[config.mk]
export PLATFORM = sky130hd
export DESIGN_NAME = dsp_prog_rom
export DESIGN_NICKNAME = d
export VERILOG_FILES = /design/src/design/dsp_pkg.sv /design/src/design/dsp_prog_rom.sv
export VERILOG_INCLUDE_DIRS = /design/src /design/src/design
export SDC_FILE = /design/constraint.sdc
export NUM_CORES = 2
export LEC_CHECK = 0
export BUFFER_PORTS_ARGS = -buffer_cell sky130_fd_sc_hd__buf_2
export CAP_MARGIN = 40
export CORE_AREA = 2 2 646 455
export CTS_BUF_LIST = sky130_fd_sc_hd__clkbuf_2 sky130_fd_sc_hd__clkbuf_4 sky130_fd_sc_hd__clkbuf_8
export CTS_CLUSTER_SIZE = 24
export DETAILED_ROUTE_END_ITERATION = 7
export DIE_AREA = 0 0 648 457
export PLACE_DENSITY = 0.72
export SYNTH_ARGS = -nofsm -noshare
export SYNTH_HDL_FRONTEND = slang
export SYNTH_SLANG_ARGS = --single-unit
[constraint.sdc]
create_clock -name clk -period 2.6 [get_ports clk]
set_clock_uncertainty 0.1 [all_clocks]
set_input_delay 0.52 -clock clk [delete_from_list [all_inputs] [get_ports clk]]
set_output_delay 0.52 -clock clk [all_outputs]
set_load 0.05 [all_outputs]
[src/design/dsp_settings.svh]
// Field layout of the instruction assumes 16-bit words, 8-bit addresses and four pointers
`ifndef DSP_SETTINGS_SVH
`define DSP_SETTINGS_SVH

// Data and instruction word
`define DSP_WORD_W 16

// Accumulator with guard bits
`define DSP_ACC_W 36

// Program and data memory address widths
`define DSP_ROM_AW 8
`define DSP_RAM_AW 8

// RAM pointer registers r0..r3
`define DSP_NPTR 4

`endif

[src/design/dsp_pkg.sv]
// Opcode values are fixed by the program encoding; codes 13 to 15 decode as no-ops
`include "dsp_settings.svh"

package dsp_pkg;

    typedef logic [`DSP_WORD_W-1:0] word_t;
    typedef logic signed [`DSP_ACC_W-1:0] acc_t;

    typedef enum logic [3:0] {
        op_nop  = 4'd0,
        op_halt = 4'd1,
        op_ldr  = 4'd2,
        op_ldx  = 4'd3,
        op_ldy  = 4'd4,
        op_rdy  = 4'd5,
        op_wra  = 4'd6,
        op_mac  = 4'd7,
        op_clr  = 4'd8,
        op_outl = 4'd9,
        op_outh = 4'd10,
        op_inp  = 4'd11,
        op_goto = 4'd12
    } opcode_e;

    // Opcode in the top nibble, operand field below
    typedef struct packed {
        opcode_e     opcode;
        logic [11:0] field;
    } instr_t;

    typedef enum logic [1:0] {
        st_idle,
        st_fetch,
        st_exec,
        st_halt
    } seq_state_e;

    typedef enum logic [2:0] {
        dau_none,
        dau_ldx,
        dau_ldy_imm,
        dau_ldy_ram,
        dau_ldy_pin,
        dau_mac,
        dau_clr
    } dau_op_e;

endpackage

[src/design/dsp_prog_rom.sv]
// Program writes are meant to happen while the core is idle; contents survive reset
`include "dsp_settings.svh"

module dsp_prog_rom import dsp_pkg::*; (
    input  logic                   clk,
    input  logic [`DSP_ROM_AW-1:0] prog_addr,
    input  word_t                  prog_data,
    input  logic                   prog_we,
    input  logic [`DSP_ROM_AW-1:0] fetch_addr,
    output instr_t                 instr
);

    word_t mem [2**`DSP_ROM_AW];

    // One word per programming write
    always_ff @(posedge clk) begin
        if (prog_we) begin
            mem[prog_addr] <= prog_data;
        end
    end

    // Read every cycle; pc is stable through fetch and exec
    always_ff @(posedge clk) begin
        instr <= mem[fetch_addr];
    end

endmodule

==> metrics.txt <==
Clock Latency Late Sink 1100 ps; GR Util All Layers 28.9%; crit path launch type primary input; H-tree depth 6; CP max stage delay 540 ps; Leak 61.0 nW; share of the synthesized area in the top cell type 77.5%; max-slew headroom at the worst pin 38.1%; CP dominant cell by count buf_12; Synth Instances 7360; worst min path class in -> reg; clock slew at reported path FFs 60 ps; CP max FO 33; Via-to-Cell Ratio 6.52; Routed Antenna Nets 0; Rows 166; Setup Viol. Count Final 4; root buf cell clkbuf_8; Synth area leader edfxtp_1; critical path type in -> reg; FMAX 372 MHz; worst-path cell chain buf_12, buf_12, or2_4, buf_12, o22ai_2, mux2i_1, a22oi_2, nand4_1, nor4_2; CTS Buf Count 593; largest cells by area after synthesis edfxtp_1, mux4_2, mux2i_1, o221ai_1, nor2_1; Tightest Pin Transition 921 ps; largest net degree at the start of global routing 103; Cells after DPL 11922; pwr/cell area 701 nW/um^2; compound-cell area share of the yosys netlist 3.54%; largest family of logic cells by synthesized area multiplexers; Slowest cell on crit path a22oi_2; routed vias 84894; Worst Path Required 3460 ps; global route overflow 0; Mapped Nets 7394; Max IR drop VDD 673 uV; Seq cells post-synth 4112; DRC Markers 0; die height 457 microns; Hold Slack 112 ps; CTS tree built; Pwr Total 131 mW; DP HPWL 271 mm; I/O pin count 50; number of filler instances in the final layout 18360; NumNets Final 8746; initial cell density of the core 54.6%; RSZ-0062 raised after global routing true; CP endpoint kind register; failing checks negative setup slack; ys async rst share 0%; status finished, violations left; layout cell share with drive strength beyond 1 34.3%; Primary FF master, synth edfxtp_1; initial antenna violation count 40; fin crit share 103%; Layout area overhead 17.6%; Tmin final 2690 ps; Sink Count 4112; vias in the first global route 83255; Final Hold Fails 0; Pre-antenna DRT Iters 6; Avg Inst Size Synth 21.6 sq um; CTS Buffer Depth 4; Setup WS pre-CTS -1760 ps; EDFF count, synth 4096; commonest cells after routing, fill and taps aside edfxtp_1, mux4_2, buf_4; worst path arrival time 3550 ps; Yosys warnings 0; Final Max Slew Viols 0; drt wl/cell 33.2 microns; Max-Cap Viols 0; initial drt markers 14397; die area 296000 sq um; fin worst setup slack -89.1 ps; Synth Area in Adders 0%; fin cells 13014; post-synthesis cell type count 52; last weighted congestion value of the routability-driven placer 0.946; mux contribution to synthesized area 15.5%; sequential area share after synthesis 77.7%; first-pass GRT wire length 606 mm; XOR/XNOR share of the synthesized area 0%; most common cell after layout, fill and taps aside edfxtp_1; setup TNS -200 ps; Synth Area in Simple Gates 1.57%; die width 648 microns; IO Port Bufs 49; area of the core 291000 sq um; Reg2Reg Setup Slack 0 ps; Total Routed Length 432 mm; Mapped Area 159000 sq um
synth_stat cells (4+ instances only):
master / n
buf_4: 26
nor2_1: 304
o21ai_0: 37
nand4_1: 26
dfxtp_1: 16
a22oi_1: 43
clkbuf_1: 230
nand3_1: 35
a31oi_1: 6
o31ai_1: 16
or2_2: 4
nor4_1: 17
buf_2: 76
nand2_1: 38
a21oi_1: 175
nor2b_1: 9
o22ai_1: 148
buf_1: 27
a211oi_1: 18
a22o_1: 32
mux2i_1: 565
and3_1: 11
a221oi_1: 28
buf_6: 77
edfxtp_1: 4096
nor3_1: 92
a2111oi_0: 6
mux4_2: 797
o221ai_1: 252
o32ai_1: 20
buf_12: 5
mux2_2: 88
buf_8: 11
registers in the layout (all words and copies together), names as in the netlist:
signal and count:
instr 16, mem 4096
cell type report:
cell class | count | area, sq um | area share, %
Clock buffer | 826 | 10000 | 5.37
Antenna cell | 11 | 27.5 | 0.0147
Tap cell | 3864 | 4830 | 2.59
Clock inverter | 196 | 1080 | 0.580
Sequential cell | 4112 | 123000 | 66.1
Inverter | 4 | 27.5 | 0.0147
Multi-Input combinational cell | 2792 | 33300 | 17.9
Timing Repair Buffer | 1209 | 14000 | 7.51
final timing paths:
check / depth (start not counted) / startpoint / end
max: 9 / fetch_addr[1] / instr[0]
min: 4 / prog_addr[2] / mem[157][7]
max reg2reg: 6 / mem[105][0] / instr[0]
min reg2reg: 6 / mem[194][7] / instr[7]
metal layers:
metal	GRT usage (%)	up-vias	share of wire, %
met3	9.51	785	15
met4	9.70	16	3.3
met1	42.9	43975	38
li1	-	34072	-
met2	40.6	6046	44
met5	0	-	0.022
power by group:
group / switching [mW] / total (mW) / leakage, nW / internal [mW]
Clock: 24.1 / 49.4 / 5.89 / 25.3
Sequential: 0.140 / 73.2 / 36.9 / 73.1
Combinational: 5.08 / 8.32 / 18.1 / 3.24
Total: 29.3 / 131 / 61.0 / 102
repair_timing:
action	4_1_cts	5_1_grt
cloned	1	11
pin swaps	9	12
buffers inserted	0	29
hold buffers	16	0
endpoints found under the setup margin	20	14
hold endpoints to repair	1352	0
resized for setup	70	48
logic make-up after synthesis:
group                  Yosys count
DFF                           4112
muxes                         1450
AOI/OAI and AO/OA              786
and+or+nand+nor                556
buffers and inverters          456
per-stage QoR:
step | utilization [%] | cell area, sq um
final | 64.2 | 187000
after global routing | 64.2 | 187000
after CTS | 64.0 | 186000
after detailed placement | 60.0 | 174000
after global placement | 59.9 | 174000
after floorplan | - | 159000
critical path: cells and delay by family:
family	cells	cell delay, ps
AO/OA/AOI/OAI	2	890
buffers and inverters	3	540
AND/OR/NAND/NOR	3	1300
multiplexers	1	170
Power figures use the tool's default switching activity.
