## config.mk

```make
export PLATFORM = sky130hd
export DESIGN_NAME = dsp_dau_flat
export DESIGN_NICKNAME = d
export VERILOG_FILES = /design/src/design/dsp_pkg.sv /design/src/design/dsp_if.sv /design/src/design/dsp_dau.sv /design/src/flat_wrapper.sv
export VERILOG_INCLUDE_DIRS = /design/src /design/src/design
export SDC_FILE = /design/constraint.sdc
export NUM_CORES = 1
export LEC_CHECK = 0
export ABC_AREA = 1
export BUFFER_PORTS_ARGS = -buffer_cell sky130_fd_sc_hd__buf_2
export CAP_MARGIN = 20
export CORE_ASPECT_RATIO = 0.5
export CORE_UTILIZATION = 50
export CTS_BUF_LIST = sky130_fd_sc_hd__clkbuf_2 sky130_fd_sc_hd__clkbuf_4 sky130_fd_sc_hd__clkbuf_8
export DETAILED_ROUTE_END_ITERATION = 10
export PLACE_DENSITY = 0.65
export SLEW_MARGIN = 20
export SYNTH_ARGS = -nofsm -noshare
export SYNTH_HDL_FRONTEND = slang
export SYNTH_SLANG_ARGS = --single-unit
```

## constraint.sdc

```tcl
create_clock -name clk -period 10.8 [get_ports clk]
set_input_delay 1.62 -clock clk [delete_from_list [all_inputs] [get_ports clk]]
set_output_delay 1.62 -clock clk [all_outputs]
set_load 0.01 [all_outputs]
```

## src/design/dsp_settings.svh

```systemverilog
// Field layout of the instruction assumes 16-bit words, 8-bit addresses and four pointers
`ifndef DSP_SETTINGS_SVH
`define DSP_SETTINGS_SVH

// Data and instruction word
`define DSP_WORD_W 16

// Accumulator with guard bits
`define DSP_ACC_W 36

// Program and data memory address widths
`define DSP_ROM_AW 8
`define DSP_RAM_AW 8

// RAM pointer registers r0..r3
`define DSP_NPTR 4

`endif

```

## src/design/dsp_pkg.sv

```systemverilog
// Opcode values are fixed by the program encoding; codes 13 to 15 decode as no-ops
`include "dsp_settings.svh"

package dsp_pkg;

    typedef logic [`DSP_WORD_W-1:0] word_t;
    typedef logic signed [`DSP_ACC_W-1:0] acc_t;

    typedef enum logic [3:0] {
        op_nop  = 4'd0,
        op_halt = 4'd1,
        op_ldr  = 4'd2,
        op_ldx  = 4'd3,
        op_ldy  = 4'd4,
        op_rdy  = 4'd5,
        op_wra  = 4'd6,
        op_mac  = 4'd7,
        op_clr  = 4'd8,
        op_outl = 4'd9,
        op_outh = 4'd10,
        op_inp  = 4'd11,
        op_goto = 4'd12
    } opcode_e;

    // Opcode in the top nibble, operand field below
    typedef struct packed {
        opcode_e     opcode;
        logic [11:0] field;
    } instr_t;

    typedef enum logic [1:0] {
        st_idle,
        st_fetch,
        st_exec,
        st_halt
    } seq_state_e;

    typedef enum logic [2:0] {
        dau_none,
        dau_ldx,
        dau_ldy_imm,
        dau_ldy_ram,
        dau_ldy_pin,
        dau_mac,
        dau_clr
    } dau_op_e;

endpackage

```

## src/design/dsp_if.sv

```systemverilog
// All commands are single-cycle strobes that the receiver always accepts, no handshake
`include "dsp_settings.svh"


// Arithmetic unit operation and accumulator
interface dau_if import dsp_pkg::*; ();
    dau_op_e dau_op;
    word_t   imm;
    acc_t    a0;

    modport ctrl (output dau_op, imm);
    modport dau  (input dau_op, imm, output a0);
endinterface


```

## src/design/dsp_dau.sv

```systemverilog
// Product is signed 16x16; accumulator wraps at 36 bits with no saturation
`include "dsp_settings.svh"

module dsp_dau import dsp_pkg::*; (
    input  logic  clk,
    input  logic  rst_n,
    dau_if.dau    dau,
    input  word_t ram_word,
    input  word_t pin_word
);

    word_t                          x;
    word_t                          y;
    logic signed [2*`DSP_WORD_W-1:0] product;
    acc_t                           product_ext;
    logic                           ldy_ram_pend;

    assign product     = $signed(x) * $signed(y);
    assign product_ext = {{(`DSP_ACC_W-2*`DSP_WORD_W){product[2*`DSP_WORD_W-1]}}, product};

    always_ff @(posedge clk) begin
        if (!rst_n) begin
            x            <= '0;
            y            <= '0;
            dau.a0       <= '0;
            ldy_ram_pend <= 1'b0;
        end else begin
            // RAM data arrives one cycle late, during the next fetch
            ldy_ram_pend <= (dau.dau_op == dau_ldy_ram);
            if (ldy_ram_pend) begin
                y <= ram_word;
            end
            case (dau.dau_op)
                dau_ldx:     x      <= dau.imm;
                dau_ldy_imm: y      <= dau.imm;
                dau_ldy_pin: y      <= pin_word;
                dau_mac:     dau.a0 <= dau.a0 + product_ext;
                dau_clr:     dau.a0 <= '0;
                default: ;
            endcase
        end
    end

endmodule

```

## src/flat_wrapper.sv

```systemverilog
// flat-port wrapper written by rule: the top's interface ports become plain ports
module dsp_dau_flat import dsp_pkg::*;
  (clk, rst_n, ram_word, pin_word, dau_dau_op, dau_imm, dau_a0);
  dau_if dau_i ();
  input  logic clk;
  input  logic rst_n;
  input  word_t ram_word;
  input  word_t pin_word;
  input wire logic [$bits(dau_i.dau_op)-1:0] dau_dau_op;
  input wire logic [$bits(dau_i.imm)-1:0] dau_imm;
  output wire logic [$bits(dau_i.a0)-1:0] dau_a0;
  assign dau_i.dau_op = dau_dau_op;
  assign dau_i.imm = dau_imm;
  assign dau_a0 = dau_i.a0;
  dsp_dau u_core (.clk(clk), .rst_n(rst_n), .dau(dau_i), .ram_word(ram_word), .pin_word(pin_word));
endmodule
```

==> flow_metrics.py <==
metrics = {
    "detailed_routing": {
        "viasPerCell": 4.98,
        "wl_per_cell_um": 15.1,
        "via_count": 12400,
        "drc": 0,
        "first_iter_violations": 1003,
        "routed_wl_um": 37700,
        "drtAntennaViolNets": 0,
        "dr.pass1.iters": 6,
    },
    "synth": {
        "netlist_area_um2": 15500,
        "yosysMostFrequentCell": "inv_1",
        "syn_nets": 2540,
        "yosys_register_bits": 69,
        "yosys_warnings": 0,
        "synthCells": 2066,
        "async_reset_ff_share_pct": 0,
        "synth_edf_count": 0,
        "synth_area_leaders": "fa_1, inv_1, nand2_1",
        "yosysSeqAreaShare_pct": 8.93,
        "yosys.area.top_type": "fa_1",
        "synth.avg_cell_area_um2": 7.49,
        "ys.flop_type": "dfxtp_1",
        "ys_types": 36,
        "synth_top_area_share_pct": 40.6,
        "synth_commonest_cells": "inv_1, nand2_1, fa_1",
    },
    "setup_path": {
        "reg2reg_to": "u_core.dau.a0[33]$_SDFFE_PN0P_",
        "critPathMaxFanout": 17,
        "crit_end": "u_core.dau.a0[33]$_SDFFE_PN0P_",
        "crit_arrival_ns": 6.54,
        "cp-start-kind": "register",
        "path_buf_inv": 3,
        "rrSetupSlack_ns": 4.52,
        "crit_path_end_kind": "register",
        "max_stage_delay_ns": 0.87,
        "crit_start": "u_core.y[2]$_SDFFE_PN0P_",
        "cpMaxStageDelayCell": "fa_1",
        "critical_path_depth": 20,
        "crit_chain": "nand2_1 -> fa_1 -> fa_1 -> fa_1 -> inv_1 -> fa_1 -> fa_1 -> inv_1 -> fa_1 -> inv_1 -> ha_1 -> nand2_1 -> nor2_1 -> nand2_1 -> nor4_1 -> nand2_1 -> nand2_1 -> nand2_1 -> nand3_1 -> a21oi_1",
        "r2r_cells": 20,
        "criticalPathCategory": "reg -> reg",
        "timing.rr.start": "u_core.y[2]$_SDFFE_PN0P_",
        "cp_top_family": "adder cells",
        "cp.required_ns": 11.06,
    },
    "global_routing": {
        "grt_pass1_wl_um": 62200,
        "grtUsageTotal_pct": 25.2,
        "grt.overflow.total": 0,
        "grt_antenna_before_repair": 0,
        "grt_max_degree": 45,
        "grt_pass1_vias": 12000,
    },
    "power_and_ir_drop": {
        "power.leakage_nw": 9.88,
        "total_power_mw": 0.914,
        "ir_worst_vdd_uv": 48.8,
        "p_per_area_nw_per_um2": 55.8,
    },
    "place": {
        "hpwl_um": 31700,
        "portBuffers": 88,
        "dp_slack_ns": 4.58,
        "placed_area_um2": 16200,
        "place_congestion": 0.948,
        "dp.cells": 2481,
    },
    "clock_network": {
        "tritoncts": "done",
        "clkTransAtPathRegs_ns": 0.09,
        "clk_path_buf_depth": 2,
        "hold_buffers": 0,
        "htreeDepth": 3,
        "cts_root_buffer": "clkbuf_8",
        "cts_setup_buffers": 0,
        "cts.sinks": 69,
        "numCtsBuffers": 9,
        "insertion_delay_ns": 0.41,
        "ctsResizeCount": 0,
    },
    "sta": {
        "period_share_pct": 58.1,
        "final.setup.worst_slack_ns": 4.52,
        "fin_setup_tns_ns": 0,
        "period_minus_slack_ns": 6.28,
        "clock_skew_ns": 0.0153,
        "finalHoldViolCount": 0,
        "slew_viol_final": 0,
        "fmax_mhz": 159,
        "maxSlewHeadroom_pct": 38.2,
        "rsz0062_at_grt": "false",
        "setup_viol": 0,
        "holdWs_ns": 0.492,
        "tightest_slew_ns": 0.926,
    },
    "layout": {
        "nNetsFinal": 2567,
        "drive_gt1_share_pct": 6.86,
        "finalInstanceArea_um2": 16400,
        "post-route-util_pct": 53.9,
        "syn_to_final_growth_pct": 5.80,
        "diodes": 0,
        "fillers": 3001,
        "stdcell_count": 2497,
    },
    "floorplanning": {
        "core_um2": 30300,
        "placementRows": 45,
        "die_h_um": 126,
        "ioPinCount": 89,
        "start_util_pct": 51.0,
        "die_x_um": 251,
        "die_area_um2": 31700,
    },
    "job": {
        "cap_viol_max_count": 0,
    },
    "run_status": {
        "outcome": "completed",
    },
    "min_path": {
        "hold_class": "reg -> reg",
    },
}
tightest hold or removal path: cells and delay by family, from the launching register on:
kind / cells / cell delay, ns
compound gates: 1 / 0.05
flops: 1 / 0.33
simple gates: 1 / 0.06
cell families (layout without fill, tap and decap cells):
kind of cell,count (synthesis),in the layout,synth area share (%)
AND/OR/NAND/NOR,719,719,19.0
buffers and inverters,695,727,17.0
adder cells (fa/ha/maj),421,421,49.3
AO/OA/AOI/OAI,157,157,5.51
flip-flops,69,69,8.93
XOR/XNOR,5,5,0.283
layout make-up:
type / instances / area [µm²] / area share, %
multi-input cells: 1302 / 11500 / 70.0
inverters: 611 / 2290 / 14.0
flip-flops and latches: 69 / 1380 / 8.44
repair buffers: 100 / 531 / 3.24
well taps: 399 / 499 / 3.05
clock buffers: 9 / 124 / 0.757
clock inverters: 7 / 82.6 / 0.504
where the power goes:
part	switching [mW]	total [mW]	leakage (nW)	internal [mW]
clock network	0.131	0.241	0.0980	0.110
logic	0.232	0.371	9.22	0.139
registers	0.0364	0.302	0.561	0.266
sequential cells by signal (all words and copies together), names as in the netlist:
name / cells
u_core.dau.a0: 36
u_core.x: 16
u_core.y: 16
u_core.ldy_ram_pend: 1
cell usage in the layout (no fill, tap or decap), drive strengths merged:
cell and instances:
xnor2 3, fa 314, xor2 2, o21bai 4
a21oi 75, nor2 57, and2 2, ha 107
clkbuf 9, nor4 1, nand3b 11, o21ai 49
clkinvlp 2, dfxtp 69, or2 5, bufinv 1
inv 612, nor3 9, and3 1, a31oi 16
nand4 6, nand2 559, a21o 3, a21boi 10
buf 100, nand3 68, clkinv 3
metal layers:
layer,track usage [%],vias to the layer above,wire (µm)
li1,-,5969,-
met1,36.5,6047,17300
met2,40.2,380,17400
met3,4.56,30,2670
met4,4.08,0,356
met5,0,-,0
worst min-delay path by stage:
stage	start	end	cells past startpoint
after global routing	u_core.dau.a0[1]$_SDFFE_PN0P_	u_core.dau.a0[1]$_SDFFE_PN0P_	2
after detailed placement	u_core.dau.a0[1]$_SDFFE_PN0P_	u_core.dau.a0[1]$_SDFFE_PN0P_	2
final	u_core.dau.a0[1]$_SDFFE_PN0P_	u_core.dau.a0[1]$_SDFFE_PN0P_	2
after global placement	u_core.dau.a0[15]$_SDFFE_PN0P_	u_core.dau.a0[15]$_SDFFE_PN0P_	2
after floorplan	u_core.dau.a0[0]$_SDFFE_PN0P_	u_core.dau.a0[0]$_SDFFE_PN0P_	2
after CTS	u_core.dau.a0[1]$_SDFFE_PN0P_	u_core.dau.a0[1]$_SDFFE_PN0P_	2
Power figures use the tool's default switching activity.
