--- src/design/dsp_settings.svh ---
// Field layout of the instruction assumes 16-bit words, 8-bit addresses and four pointers
`ifndef DSP_SETTINGS_SVH
`define DSP_SETTINGS_SVH

// Data and instruction word
`define DSP_WORD_W 16

// Accumulator with guard bits
`define DSP_ACC_W 36

// Program and data memory address widths
`define DSP_ROM_AW 8
`define DSP_RAM_AW 8

// RAM pointer registers r0..r3
`define DSP_NPTR 4

`endif

--- src/design/dsp_pkg.sv ---
// Opcode values are fixed by the program encoding; codes 13 to 15 decode as no-ops
`include "dsp_settings.svh"

package dsp_pkg;

    typedef logic [`DSP_WORD_W-1:0] word_t;
    typedef logic signed [`DSP_ACC_W-1:0] acc_t;

    typedef enum logic [3:0] {
        op_nop  = 4'd0,
        op_halt = 4'd1,
        op_ldr  = 4'd2,
        op_ldx  = 4'd3,
        op_ldy  = 4'd4,
        op_rdy  = 4'd5,
        op_wra  = 4'd6,
        op_mac  = 4'd7,
        op_clr  = 4'd8,
        op_outl = 4'd9,
        op_outh = 4'd10,
        op_inp  = 4'd11,
        op_goto = 4'd12
    } opcode_e;

    // Opcode in the top nibble, operand field below
    typedef struct packed {
        opcode_e     opcode;
        logic [11:0] field;
    } instr_t;

    typedef enum logic [1:0] {
        st_idle,
        st_fetch,
        st_exec,
        st_halt
    } seq_state_e;

    typedef enum logic [2:0] {
        dau_none,
        dau_ldx,
        dau_ldy_imm,
        dau_ldy_ram,
        dau_ldy_pin,
        dau_mac,
        dau_clr
    } dau_op_e;

endpackage

--- src/design/dsp_if.sv ---
// All commands are single-cycle strobes that the receiver always accepts, no handshake
`include "dsp_settings.svh"


// Parallel port strobes
interface pio_if import dsp_pkg::*; ();
    logic  out_stb;
    logic  out_high;
    logic  in_stb;
    word_t pin_word;

    modport ctrl (output out_stb, out_high, in_stb);
    modport pio  (input out_stb, out_high, in_stb, output pin_word);
endinterface

--- src/design/dsp_pio.sv ---
// Only a0 bits 31..0 reach the port; pids_n follows the decode without a register
`include "dsp_settings.svh"

module dsp_pio import dsp_pkg::*; (
    input  logic  clk,
    input  logic  rst_n,
    pio_if.pio    pio,
    input  acc_t  a0,
    input  word_t pbus_in,
    output word_t pbus_out,
    output logic  pods_n,
    output logic  pids_n
);

    // Output word and one-cycle strobe
    always_ff @(posedge clk) begin
        if (!rst_n) begin
            pbus_out <= '0;
            pods_n   <= 1'b1;
        end else begin
            pods_n <= !pio.out_stb;
            if (pio.out_stb) begin
                pbus_out <= pio.out_high ? a0[2*`DSP_WORD_W-1:`DSP_WORD_W]
                                         : a0[`DSP_WORD_W-1:0];
            end
        end
    end

    // Input strobe low for the exec cycle, DAU samples at its end
    assign pids_n       = !pio.in_stb;
    assign pio.pin_word = pbus_in;

endmodule

--- src/flat_wrapper.sv ---
// flat-port wrapper written by rule: the top's interface ports become plain ports
module dsp_pio_flat import dsp_pkg::*;
  (clk, rst_n, a0, pbus_in, pbus_out, pods_n, pids_n, pio_out_stb, pio_out_high, pio_in_stb, pio_pin_word);
  pio_if pio_i ();
  input  logic clk;
  input  logic rst_n;
  input  acc_t a0;
  input  word_t pbus_in;
  output word_t pbus_out;
  output logic pods_n;
  output logic pids_n;
  input wire logic [$bits(pio_i.out_stb)-1:0] pio_out_stb;
  input wire logic [$bits(pio_i.out_high)-1:0] pio_out_high;
  input wire logic [$bits(pio_i.in_stb)-1:0] pio_in_stb;
  output wire logic [$bits(pio_i.pin_word)-1:0] pio_pin_word;
  assign pio_i.out_stb = pio_out_stb;
  assign pio_i.out_high = pio_out_high;
  assign pio_i.in_stb = pio_in_stb;
  assign pio_pin_word = pio_i.pin_word;
  dsp_pio u_core (.clk(clk), .rst_n(rst_n), .pio(pio_i), .a0(a0), .pbus_in(pbus_in), .pbus_out(pbus_out), .pods_n(pods_n), .pids_n(pids_n));
endmodule
--- config.mk ---
export PLATFORM = sky130hd
export DESIGN_NAME = dsp_pio_flat
export DESIGN_NICKNAME = d
export VERILOG_FILES = /design/src/design/dsp_pkg.sv /design/src/design/dsp_if.sv /design/src/design/dsp_pio.sv /design/src/flat_wrapper.sv
export VERILOG_INCLUDE_DIRS = /design/src /design/src/design
export SDC_FILE = /design/constraint.sdc
export NUM_CORES = 1
export LEC_CHECK = 0
export ABC_AREA = 1
export BUFFER_PORTS_ARGS = -buffer_cell sky130_fd_sc_hd__clkbuf_2
export CAP_MARGIN = 5
export CORE_UTILIZATION = 36
export CTS_BUF_LIST = sky130_fd_sc_hd__clkbuf_8
export DETAILED_ROUTE_END_ITERATION = 12
export PLACE_DENSITY = 0.8
export SYNTH_ARGS = -nofsm -noshare
export SYNTH_HDL_FRONTEND = slang
export SYNTH_SLANG_ARGS = --single-unit
--- constraint.sdc ---
create_clock -name clk -period 1 [get_ports clk]
set_input_delay 0.05 -clock clk [delete_from_list [all_inputs] [get_ports clk]]
set_output_delay 0.05 -clock clk [all_outputs]
set_load 0.05 [all_outputs]
==> summary.md, run 1 <==
- highest-delay cell along the critical path: sky130_fd_sc_hd__dfxtp_1
- maximum root-to-sink buffer count: 2
- post-CTS setup buffer count: 0
- number of design-rule violations left by the first detailed-router iteration: 8
- Unique masters post-synth: 9
- via count of the first global-routing pass: 702
- Total Die Area: 2880 um2
- clock buffer count from CTS: 3
- Layout fillers: 271
- initial antenna violation count: 0
- global-route wire length before repair: 2880 um
- Worst Max-Slew Pin Slew: 0.286 ns
- data arrival time of the critical path: 0.86 ns
- Site Rows: 18
- clock latency of the later-clocked register in the worst-skew pair: 0.24 ns
- net count reported at finish: 249
- final hold slack: 0.0970 ns
- global route overflow: 0
- highest layer used for signal routing: met4
- cell count after synthesis: 154
- internal power: 1.15 mW
- maximum clock rate: 1100 MHz
- final cell count without fillers: 221
- post-route setup slack: 0.0906 ns
- cell taking the most area after synthesis: sky130_fd_sc_hd__dfxtp_1
- Req. time, crit path: 0.95 ns
- Hold Path Cell Cnt: 5
- synthesis-to-layout area growth: 22.9%
- run status: complete, no violations
- first-pass iteration count of the detailed router: 4
- Hold Crit Start: a0[18]
- Placed Cells: 217
- count of pins over their slew limit: 0
- register share of total power: 0.440
- total half-perimeter wirelength after legalization and detailed placement: 1340 um
- Util after Layout: 0.472
- remaining antenna violation count: 0
- sum of internal, switching and leakage power: 1.70 mW
- list of cells traversed by the critical path: clkbuf_2
- Critical R2R Launch: u_core.pbus_out[7]
- setup_tns: 0 ns
- Register-to-Register Setup Slack: 0.36 ns
- ratio of cells with drive above 1 in the final layout: 0.309
- hold-fix buffers at CTS: 0
- Register-to-Register Path Depth: 2
- share of power burned in combinational logic: 0.276
- post-layout minimum cycle time: 0.909 ns
- DR vias/cell: 4.17
- portion of the clock cycle consumed by the worst path in the final layout: 0.909
- part of the Yosys area used for sequential elements: 0.354
- WP buf/inv: 1
- P per Cell Area: 1440 nW/um2
- overall global routing resource usage: 0.137
- register clock-pin slew on the reported worst setup and hold paths: 0.06 ns
- Placement Cell Area: 1140 um2
- number of levels in the clock H-tree: 1
- Root Driver: sky130_fd_sc_hd__clkbuf_8
- top cell family by delay on the critical path: flip-flops
- Placeable Area: 2500 um2
- clock group share of total power: 0.284
- launching element type of the critical path: flop
- Max Cap Viol: 0
- DRC: 0
- leak pwr: 0.709 nW
- Layout Cell Area excl Fill: 1180 um2
- placer's final routability congestion estimate: 0.672
- Detail Route met3 WL: 139 um
- final-report hold violation count: 0
- post-synthesis instance area: 961 um2
- RSZ-0062 raised after global routing: false
- switching fraction of total power: 0.324
- Antenna diodes: 0
- buffers added on ports: 54
- final count of negative-setup-slack endpoints: 0
- largest cells by area after synthesis: sky130_fd_sc_hd__dfxtp_1 (35%), sky130_fd_sc_hd__nor2_1 (19%), sky130_fd_sc_hd__buf_4 (14%)
- largest voltage drop on the vdd net: 704 uV
- area fraction of the dominant cell type after synthesis: 0.354
- setup clock skew after layout: 0 ns
- Hold EP: u_core.pbus_out[2]
- sort of element at the end of the critical path: output pin
- critical path startpoint: u_core.pbus_out[15]
- net switching component of the power: 0.551 mW
- die height: 53.7 um
- Routed wire per std cell: 8.23 um
- clk sink count: 17
- Yosys warning total: 0
- kind of critical path: reg -> out
- worst slack after detailed placement: 0.222 ns
- overall routed net length: 1820 um
- Resized Gates After CTS: 0
- Met2 Routed Length: 810 um
- Avg Cell Area, Syn: 6.24 um2
- reg2reg end: u_core.pbus_out[7]
- starting utilization of the core area: 0.384
- Yosys reg bits: 17
- TritonCTS clock tree: built
- total nets after synthesis: 211
- worst hold-check path type: in -> reg
- maximum number of pins on one net before global-route repair: 34
- vias post-DR: 921
- slew margin rel.: 0.810
- number of top-level pins: 91
- worst stage delay on the critical path: 0.34 ns
- total routed wire length on the met1 layer: 859 um
- largest fanout on the critical path: 2
- Die Width: 53.7 um
-- logic make-up after synthesis --
family / count (synthesis) / share of synthesized area
AO/OA/AOI/OAI: 16 / 0.0833
buffers and inverters: 40 / 0.246
flip-flops: 17 / 0.354
AND/OR/NAND/NOR: 81 / 0.316
-- state kept, by name, indices dropped and copies added (netlist names) --
name,cells
u_core.pbus_out,16
u_core.pods_n,1
-- synthesized netlist by cell type --
| library cell | count |
|---|---|
| sky130_fd_sc_hd__buf_2 | 3 |
| sky130_fd_sc_hd__buf_4 | 18 |
| sky130_fd_sc_hd__buf_6 | 2 |
| sky130_fd_sc_hd__dfxtp_1 | 17 |
| sky130_fd_sc_hd__inv_1 | 17 |
| sky130_fd_sc_hd__nand2_1 | 33 |
| sky130_fd_sc_hd__nor2_1 | 48 |
| sky130_fd_sc_hd__o21ai_0 | 14 |
| sky130_fd_sc_hd__o21ai_1 | 2 |
-- per-layer routing --
layer	up-vias	track usage
met5	-	0
met4	0	0.0789
met3	2	0.0395
met2	39	0.216
met1	369	0.163
li1	511	-
-- placed cells by master (no fill, tap or decap), drive strengths merged --
cell type / n
nor2: 48
dfxtp: 17
o21ai: 16
buf: 2
nand2: 33
clkbuf: 57
inv: 18
-- power groups by stage --
stage | Combinational [mW] | Clock (mW) | Sequential (mW)
finish | 0.470 | 0.483 | 0.748
global route | 0.519 | 0.544 | 0.754
CTS | 0.474 | 0.510 | 0.748
floorplan | 0.331 | 0 | 0.932
detailed placement | 0.474 | 0 | 0.763
global placement | 0.468 | 0 | 0.763
-- area by class of cell --
cell class              instances  area (um2)  share of cell area
clock inverters                 1        3.75             0.00318
flip-flops and latches         17         340               0.288
well taps                      30        37.5              0.0318
inverters                      17        63.8              0.0540
clock buffers                   3        41.3              0.0350
multi-input cells              97         384               0.325
repair buffers                 56         310               0.263
-- worst max path at each step --
stage	endpoint	slack, ns	cells past startpoint
2_1_floorplan	u_core.pbus_out[12]	0.08	2
3_3_place_gp	u_core.pbus_out[7]	0.23	6
3_5_place_dp	u_core.pbus_out[6]	0.22	5
4_1_cts	pbus_out[12]	0.08	1
5_1_grt	pbus_out[10]	0.05	1
6_report	pbus_out[15]	0.09	1
No activity file was read; power rests on OpenSTA's default activity.
==> run 2: changes to the inputs <==
--- a/constraint.sdc
+++ b/constraint.sdc
@@ -3,2 +3,2 @@
 set_output_delay 0.05 -clock clk [all_outputs]
-set_load 0.05 [all_outputs]
+set_load 0.1 [all_outputs]
==> summary.md, run 2 (synthesized netlist as in run 1, its figures left out) <==
- buffers added on ports: 54, unchanged
- largest registers: u_core.pbus_out: 16 flops, u_core.pods_n: 1 flops
- number of top-level pins: 91, unchanged
- list of cells traversed by the critical path: buf_12
- internal power: 1.31 mW, +14%
- final count of negative-setup-slack endpoints: 0, unchanged
- share of power burned in combinational logic: 0.391, +0.115
- global-route wire length before repair: 3220 um, +11%
- Total Die Area: 2880 um2, unchanged
- most frequent standard cell in the layout excluding fill and tap cells: sky130_fd_sc_hd__nor2_1
- sort of element at the end of the critical path: output pin
- slew margin rel.: 0.802, -0.00822
- register share of total power: 0.377, -0.063
- Req. time, crit path: 0.95 ns, about the same
- net count reported at finish: 249, unchanged
- max reg flops: 16, unchanged
- count of pins over their slew limit: 0, unchanged
- global route overflow: 0, unchanged
- Max Cap Viol: 0, unchanged
- clk sink count: 17, unchanged
- maximum clock rate: 1200 MHz, +9.0%
- Site Rows: 18, unchanged
- number of levels in the clock H-tree: 1, unchanged
- run status: complete, no violations
- DRC: 0, unchanged
- starting utilization of the core area: 0.384, unchanged
- largest voltage drop on the vdd net: 976 uV, +39%
- RSZ-0062 raised after global routing: false
- placer's final routability congestion estimate: 0.621, -7.5%
- WP buf/inv: 1, unchanged
- DR vias/cell: 4.31, +3.5%
- kind of critical path: reg -> out
- initial antenna violation count: 0, unchanged
- Routed wire per std cell: 9.38 um, +14%
- TritonCTS clock tree: built
- final-report hold violation count: 0, unchanged
- remaining antenna violation count: 0, unchanged
- Placement Cell Area: 1410 um2, +24%
- largest fanout on the critical path: 1, -1
- Resized Gates After CTS: 0, unchanged
- worst stage delay on the critical path: 0.35 ns, about the same
- total half-perimeter wirelength after legalization and detailed placement: 1550 um, +16%
- synthesis-to-layout area growth: 51.8%
- hold-fix buffers at CTS: 0, unchanged
- maximum number of pins on one net before global-route repair: 34, unchanged
- clock buffer count from CTS: 3, unchanged
- top register by number of flip-flops: u_core.pbus_out
- portion of the clock cycle consumed by the worst path in the final layout: 0.834, -0.0753
- data arrival time of the critical path: 0.78 ns, -0.08 ns
- net switching component of the power: 0.774 mW, +40%
- overall routed net length: 2070 um, +14%
- Root Driver: sky130_fd_sc_hd__clkbuf_8
- clock latency of the later-clocked register in the worst-skew pair: 0.24 ns, about the same
- most frequent cells in the layout: sky130_fd_sc_hd__nor2_1 (48), sky130_fd_sc_hd__clkbuf_2 (36), sky130_fd_sc_hd__nand2_1 (33), sky130_fd_sc_hd__buf_12 (19), sky130_fd_sc_hd__inv_1 (18)
- Layout Cell Area excl Fill: 1460 um2, +24%
- highest-delay cell along the critical path: sky130_fd_sc_hd__dfxtp_1
- Worst Max-Slew Pin Slew: 0.297 ns, +0.0111 ns
- number of design-rule violations left by the first detailed-router iteration: 7, -1
- sum of internal, switching and leakage power: 2.09 mW, +23%
- Placeable Area: 2500 um2, unchanged
- clock group share of total power: 0.232, -0.052
- register clock-pin slew on the reported worst setup and hold paths: 0.06 ns, about the same
- ratio of cells with drive above 1 in the final layout: 0.393, +0.0838
- launching element type of the critical path: flop
- maximum root-to-sink buffer count: 2, unchanged
- overall global routing resource usage: 0.155, +0.0181
- vias post-DR: 953, +3.5%
- post-CTS setup buffer count: 0, unchanged
- Die Width: 53.7 um, unchanged
- switching fraction of total power: 0.371, +0.0469
- via count of the first global-routing pass: 814, +16%
- Antenna diodes: 0, unchanged
- setup_tns: 0 ns, unchanged
- die height: 53.7 um, unchanged
- worst hold-check path type: in -> reg
- post-layout minimum cycle time: 0.834 ns, -0.0753 ns
- final hold slack: 0.0958 ns, -0.00128 ns
- first-pass iteration count of the detailed router: 4, unchanged
- P per Cell Area: 1430 nW/um2, -0.68%
- top cell family by delay on the critical path: flip-flops
- setup clock skew after layout: 0 ns, unchanged
- leak pwr: 0.788 nW, +11%
==> run 2: cell types whose count changed in the layout (fill, tap and decap cells not counted) <==
cell and change:
sky130_fd_sc_hd__clkbuf_2 -18, sky130_fd_sc_hd__buf_12 +17, sky130_fd_sc_hd__dfxtp_1 -16, sky130_fd_sc_hd__dfxtp_2 +16
sky130_fd_sc_hd__buf_4 +1
==> run 2: area by class of cell <==
type                            instances  area, um2
Inverter                               17       63.8
Clock buffer                            3       41.3
Fill cell                             238       1040
Clock inverter                          1       3.75
Sequential cell                        17        360
Multi-Input combinational cell         97        384
Tap cell                               30       37.5
Timing Repair Buffer                   56        568
==> run 2: metrics by stage <==
stage	std cells	util	worst slack, ns
floorplan	154	-	0.0335
global placement	217	0.566	0.335
detailed placement	217	0.566	0.293
CTS	221	0.584	0.147
global route	221	0.584	0.127
finish	221	0.584	0.166
==> run 2: final timing paths <==
kind                            slack (ns)                   to                from  cells after the start
worst max-delay path                  0.17               pods_n       u_core.pods_n                      1
worst min-delay path                   0.1  u_core.pbus_out[13]              a0[29]                      5
worst min register to register        0.52   u_core.pbus_out[1]  u_core.pbus_out[1]                      2
worst max register to register        0.33   u_core.pbus_out[7]  u_core.pbus_out[7]                      2
==> run 2: per-layer routing <==
metal / share of wire / GRT usage / vias to the layer above
li1: - / - / 514
met1: 0.38 / 0.143 / 404
met2: 0.53 / 0.298 / 31
met3: 0.074 / 0.0706 / 4
met4: 0.010 / 0.0439 / 0
met5: 0 / 0 / -
==> run 2: power by group through the flow <==
stage | Combinational [mW] | Clock (mW) | Sequential, mW
after floorplan | 0.469 | 0 | 1.13
after detailed placement | 0.822 | 0 | 0.803
after CTS | 0.823 | 0.514 | 0.788
final | 0.817 | 0.484 | 0.787
after global placement | 0.812 | 0 | 0.798
after global routing | 0.867 | 0.545 | 0.790
==> run 3: changes to the inputs <==
Settings changed: ABC_AREA 1 to 0, CORE_UTILIZATION 36 to 35, PLACE_DENSITY 0.8 to 0.82.
Clock period 1 ns to 0.8 ns, I/O delays scaled along.
==> summary.md, run 3 <==
- run status: finished with violations
- violated checks: setup timing
- clock group share of total power: 0.237, +0.005
- max reg flops: 16, unchanged
- most frequent standard cell in the layout excluding fill and tap cells: sky130_fd_sc_hd__clkbuf_2
- number of levels in the clock H-tree: 1, unchanged
- post-layout minimum cycle time: 0.814 ns
- clock buffer count from CTS: 3, unchanged
- register share of total power: 0.371, -0.006
- most numerous cell in the Yosys netlist: sky130_fd_sc_hd__dfxtp_1
- Post-synth top cells: sky130_fd_sc_hd__dfxtp_1 (17), sky130_fd_sc_hd__a21oi_1 (16), sky130_fd_sc_hd__buf_4 (16), sky130_fd_sc_hd__mux2i_1 (16), sky130_fd_sc_hd__o21ai_0 (16)
- largest registers: u_core.pbus_out: 16 flops, u_core.pods_n: 1 flops
- data arrival time of the critical path: 0.77 ns, about the same
- initial antenna violation count: 0, unchanged
- buffers added on ports: 54, unchanged
- worst stage delay on the critical path: 0.36 ns, about the same
- list of cells traversed by the critical path: buf_12
- switching fraction of total power: 0.368, -0.00300
- post-route setup slack: -0.0144 ns, -0.180 ns
- P per Cell Area: 1850 nW/um2, +29%
- leak pwr: 0.656 nW, -17%
- setup_tns: -0.135 ns, -0.135 ns
- global-route wire length before repair: 3500 um, +8.8%
- setup clock skew after layout: 0 ns, unchanged
- internal power: 1.64 mW, +25%
- largest voltage drop on the vdd net: 1400 uV, +43%
- WP buf/inv: 1, unchanged
- die height: 50.9 um, -5.1%
- maximum clock rate: 1230 MHz
- cell taking the most area after synthesis: sky130_fd_sc_hd__dfxtp_1
- Worst Max-Slew Pin Slew: 0.286 ns, -0.0112 ns
- share of async-settable or async-resettable flops after synthesis: 0, unchanged
- total half-perimeter wirelength after legalization and detailed placement: 1610 um, +4.1%
- Site Rows: 17, -1
- post-synthesis instance area: 838 um2, -13%
- Placement Cell Area: 1350 um2, -4.9%
- count of pins over their slew limit: 0, unchanged
- net count reported at finish: 186, -25%
- final cell count without fillers: 156, -29%
- Total Die Area: 2590 um2, -9.9%
- largest cells by area after synthesis: sky130_fd_sc_hd__dfxtp_1 (41%), sky130_fd_sc_hd__mux2i_1 (19%), sky130_fd_sc_hd__buf_4 (14%)
- net switching component of the power: 0.953 mW, +23%
- placer's final routability congestion estimate: 0.625, +0.55%
- starting utilization of the core area: 0.375, -0.00903
- launching element type of the critical path: flop
- Placed Cells: 151, -30%
- vias post-DR: 761, -20%
- clk sink count: 17, unchanged
- synthesis-to-layout area growth: 66.9%
- top register by number of flip-flops: u_core.pbus_out
- highest-delay cell along the critical path: sky130_fd_sc_hd__dfxtp_4
- Register-to-Register Setup Slack: 0.04 ns, -0.29 ns
- final count of negative-setup-slack endpoints: 16, +16
- Root Driver: sky130_fd_sc_hd__clkbuf_8
- Max Cap Viol: 0, unchanged
- slew margin rel.: 0.809, +0.00745
- sort of element at the end of the critical path: output pin
- Yosys reg bits: 17, unchanged
- final-report hold violation count: 0, unchanged
- register clock-pin slew on the reported worst setup and hold paths: 0.06 ns, about the same
- number of top-level pins: 91, unchanged
- maximum number of pins on one net before global-route repair: 34, unchanged
- DR vias/cell: 4.88, +13%
- largest fanout on the critical path: 2, +1
- kind of critical path: reg -> out
- remaining antenna violation count: 0, unchanged
- Layout fillers: 196, -18%
- Routed wire per std cell: 13.0 um, +39%
- part of the Yosys area used for sequential elements: 0.406, +0.0518
- via count of the first global-routing pass: 846, +3.9%
- Layout Cell Area excl Fill: 1400 um2, -4.1%
- share of power burned in combinational logic: 0.392, about the same
- Avg Cell Area, Syn: 9.42 um2, +51%
- total nets after synthesis: 146, -31%
- TritonCTS clock tree: built
- maximum root-to-sink buffer count: 2, unchanged
- Req. time, crit path: 0.76 ns, -0.19 ns
- global route overflow: 0, unchanged
- Placeable Area: 2230 um2, -11%
- area fraction of the dominant cell type after synthesis: 0.406, +0.0518
- clock latency of the later-clocked register in the worst-skew pair: 0.24 ns, about the same
- portion of the clock cycle consumed by the worst path in the final layout: 1.02
- Yosys warning total: 0, unchanged
- top cell family by delay on the critical path: flip-flops
- overall global routing resource usage: 0.184, +0.0289
- Die Width: 50.9 um, -5.1%
- Antenna diodes: 0, unchanged
- Unique masters post-synth: 11, +2
- cell count after synthesis: 89, -42%
- RSZ-0062 raised after global routing: true
- number of design-rule violations left by the first detailed-router iteration: 0, -7
- DRC: 0, unchanged
- overall routed net length: 2030 um, -2.1%
- main flop type after synthesis: sky130_fd_sc_hd__dfxtp_1
- first-pass iteration count of the detailed router: 1, -3
- most frequent cells in the layout: sky130_fd_sc_hd__clkbuf_2 (36), sky130_fd_sc_hd__buf_12 (20), sky130_fd_sc_hd__mux2i_1 (16), sky130_fd_sc_hd__a21oi_1 (16), sky130_fd_sc_hd__dfxtp_4 (16)
- ratio of cells with drive above 1 in the final layout: 0.609, +0.217
- worst hold-check path type: in -> out
- Post-synth EDFFs: 0, unchanged
-- run 3: per-stage QoR --
stage	total power [mW]	worst slack, ns	utilization	hold WS [ns]
6_report	2.59	-0.0144	0.626	0.0800
5_1_grt	2.71	-0.0415	0.626	0.0801
4_1_cts	2.62	-0.0234	0.626	0.0768
3_5_place_dp	2.00	0.0594	0.602	0.0807
3_3_place_gp	1.97	0.0805	0.602	0.0807
2_1_floorplan	1.95	-0.0182	-	0.168
-- run 3: cells by family after synthesis --
kind of cell           Yosys count  share of synthesized area
AO/OA/AOI/OAI                   32                      0.191
buffers and inverters           23                      0.207
flip-flops                      17                      0.406
multiplexers                    16                      0.191
AND/OR/NAND/NOR                  1                    0.00447
-- run 3: power by group through the flow --
stage	registers (mW)	clock network, mW	logic [mW]
6_report	0.961	0.614	1.01
5_1_grt	0.972	0.681	1.06
4_1_cts	0.963	0.639	1.02
3_5_place_dp	0.983	0	1.02
3_3_place_gp	0.977	0	0.993
2_1_floorplan	1.40	0	0.549
-- run 3: layout make-up --
cell class / count / area [um2] / area share
timing repair buffer: 57 / 588 / 0.420
inverter: 1 / 3.75 / 0.00268
clock buffer: 3 / 41.3 / 0.0295
multi-input combinational: 49 / 324 / 0.232
sequential: 17 / 402 / 0.287
clock inverter: 1 / 5.00 / 0.00358
tap: 28 / 35.0 / 0.0250
-- run 3: what timing repair did --
item	CTS	global route
pin swaps	0	0
setup endpoints to repair	17	18
setup buffers	1	0
gates cloned	0	0
hold buffers	0	0
gates resized for setup	0	1
-- run 3: final timing paths --
| kind | from | endpoint | depth (start not counted) |
|---|---|---|---|
| worst max-delay path | u_core.pbus_out[2] | pbus_out[2] | 1 |
| worst min-delay path | pbus_in[6] | pio_pin_word[6] | 0 |
| worst max register to register | u_core.pbus_out[14] | u_core.pbus_out[14] | 3 |
| worst min register to register | u_core.pbus_out[4] | u_core.pbus_out[4] | 2 |
-- run 3: metal layers --
layer / vias to the layer above / GRT usage / wire length, um
met3: 10 / 0.0417 / 141
li1: 377 / - / -
met1: 333 / 0.145 / 688
met2: 41 / 0.371 / 1120
met4: 0 / 0.144 / 78
met5: - / 0 / 0
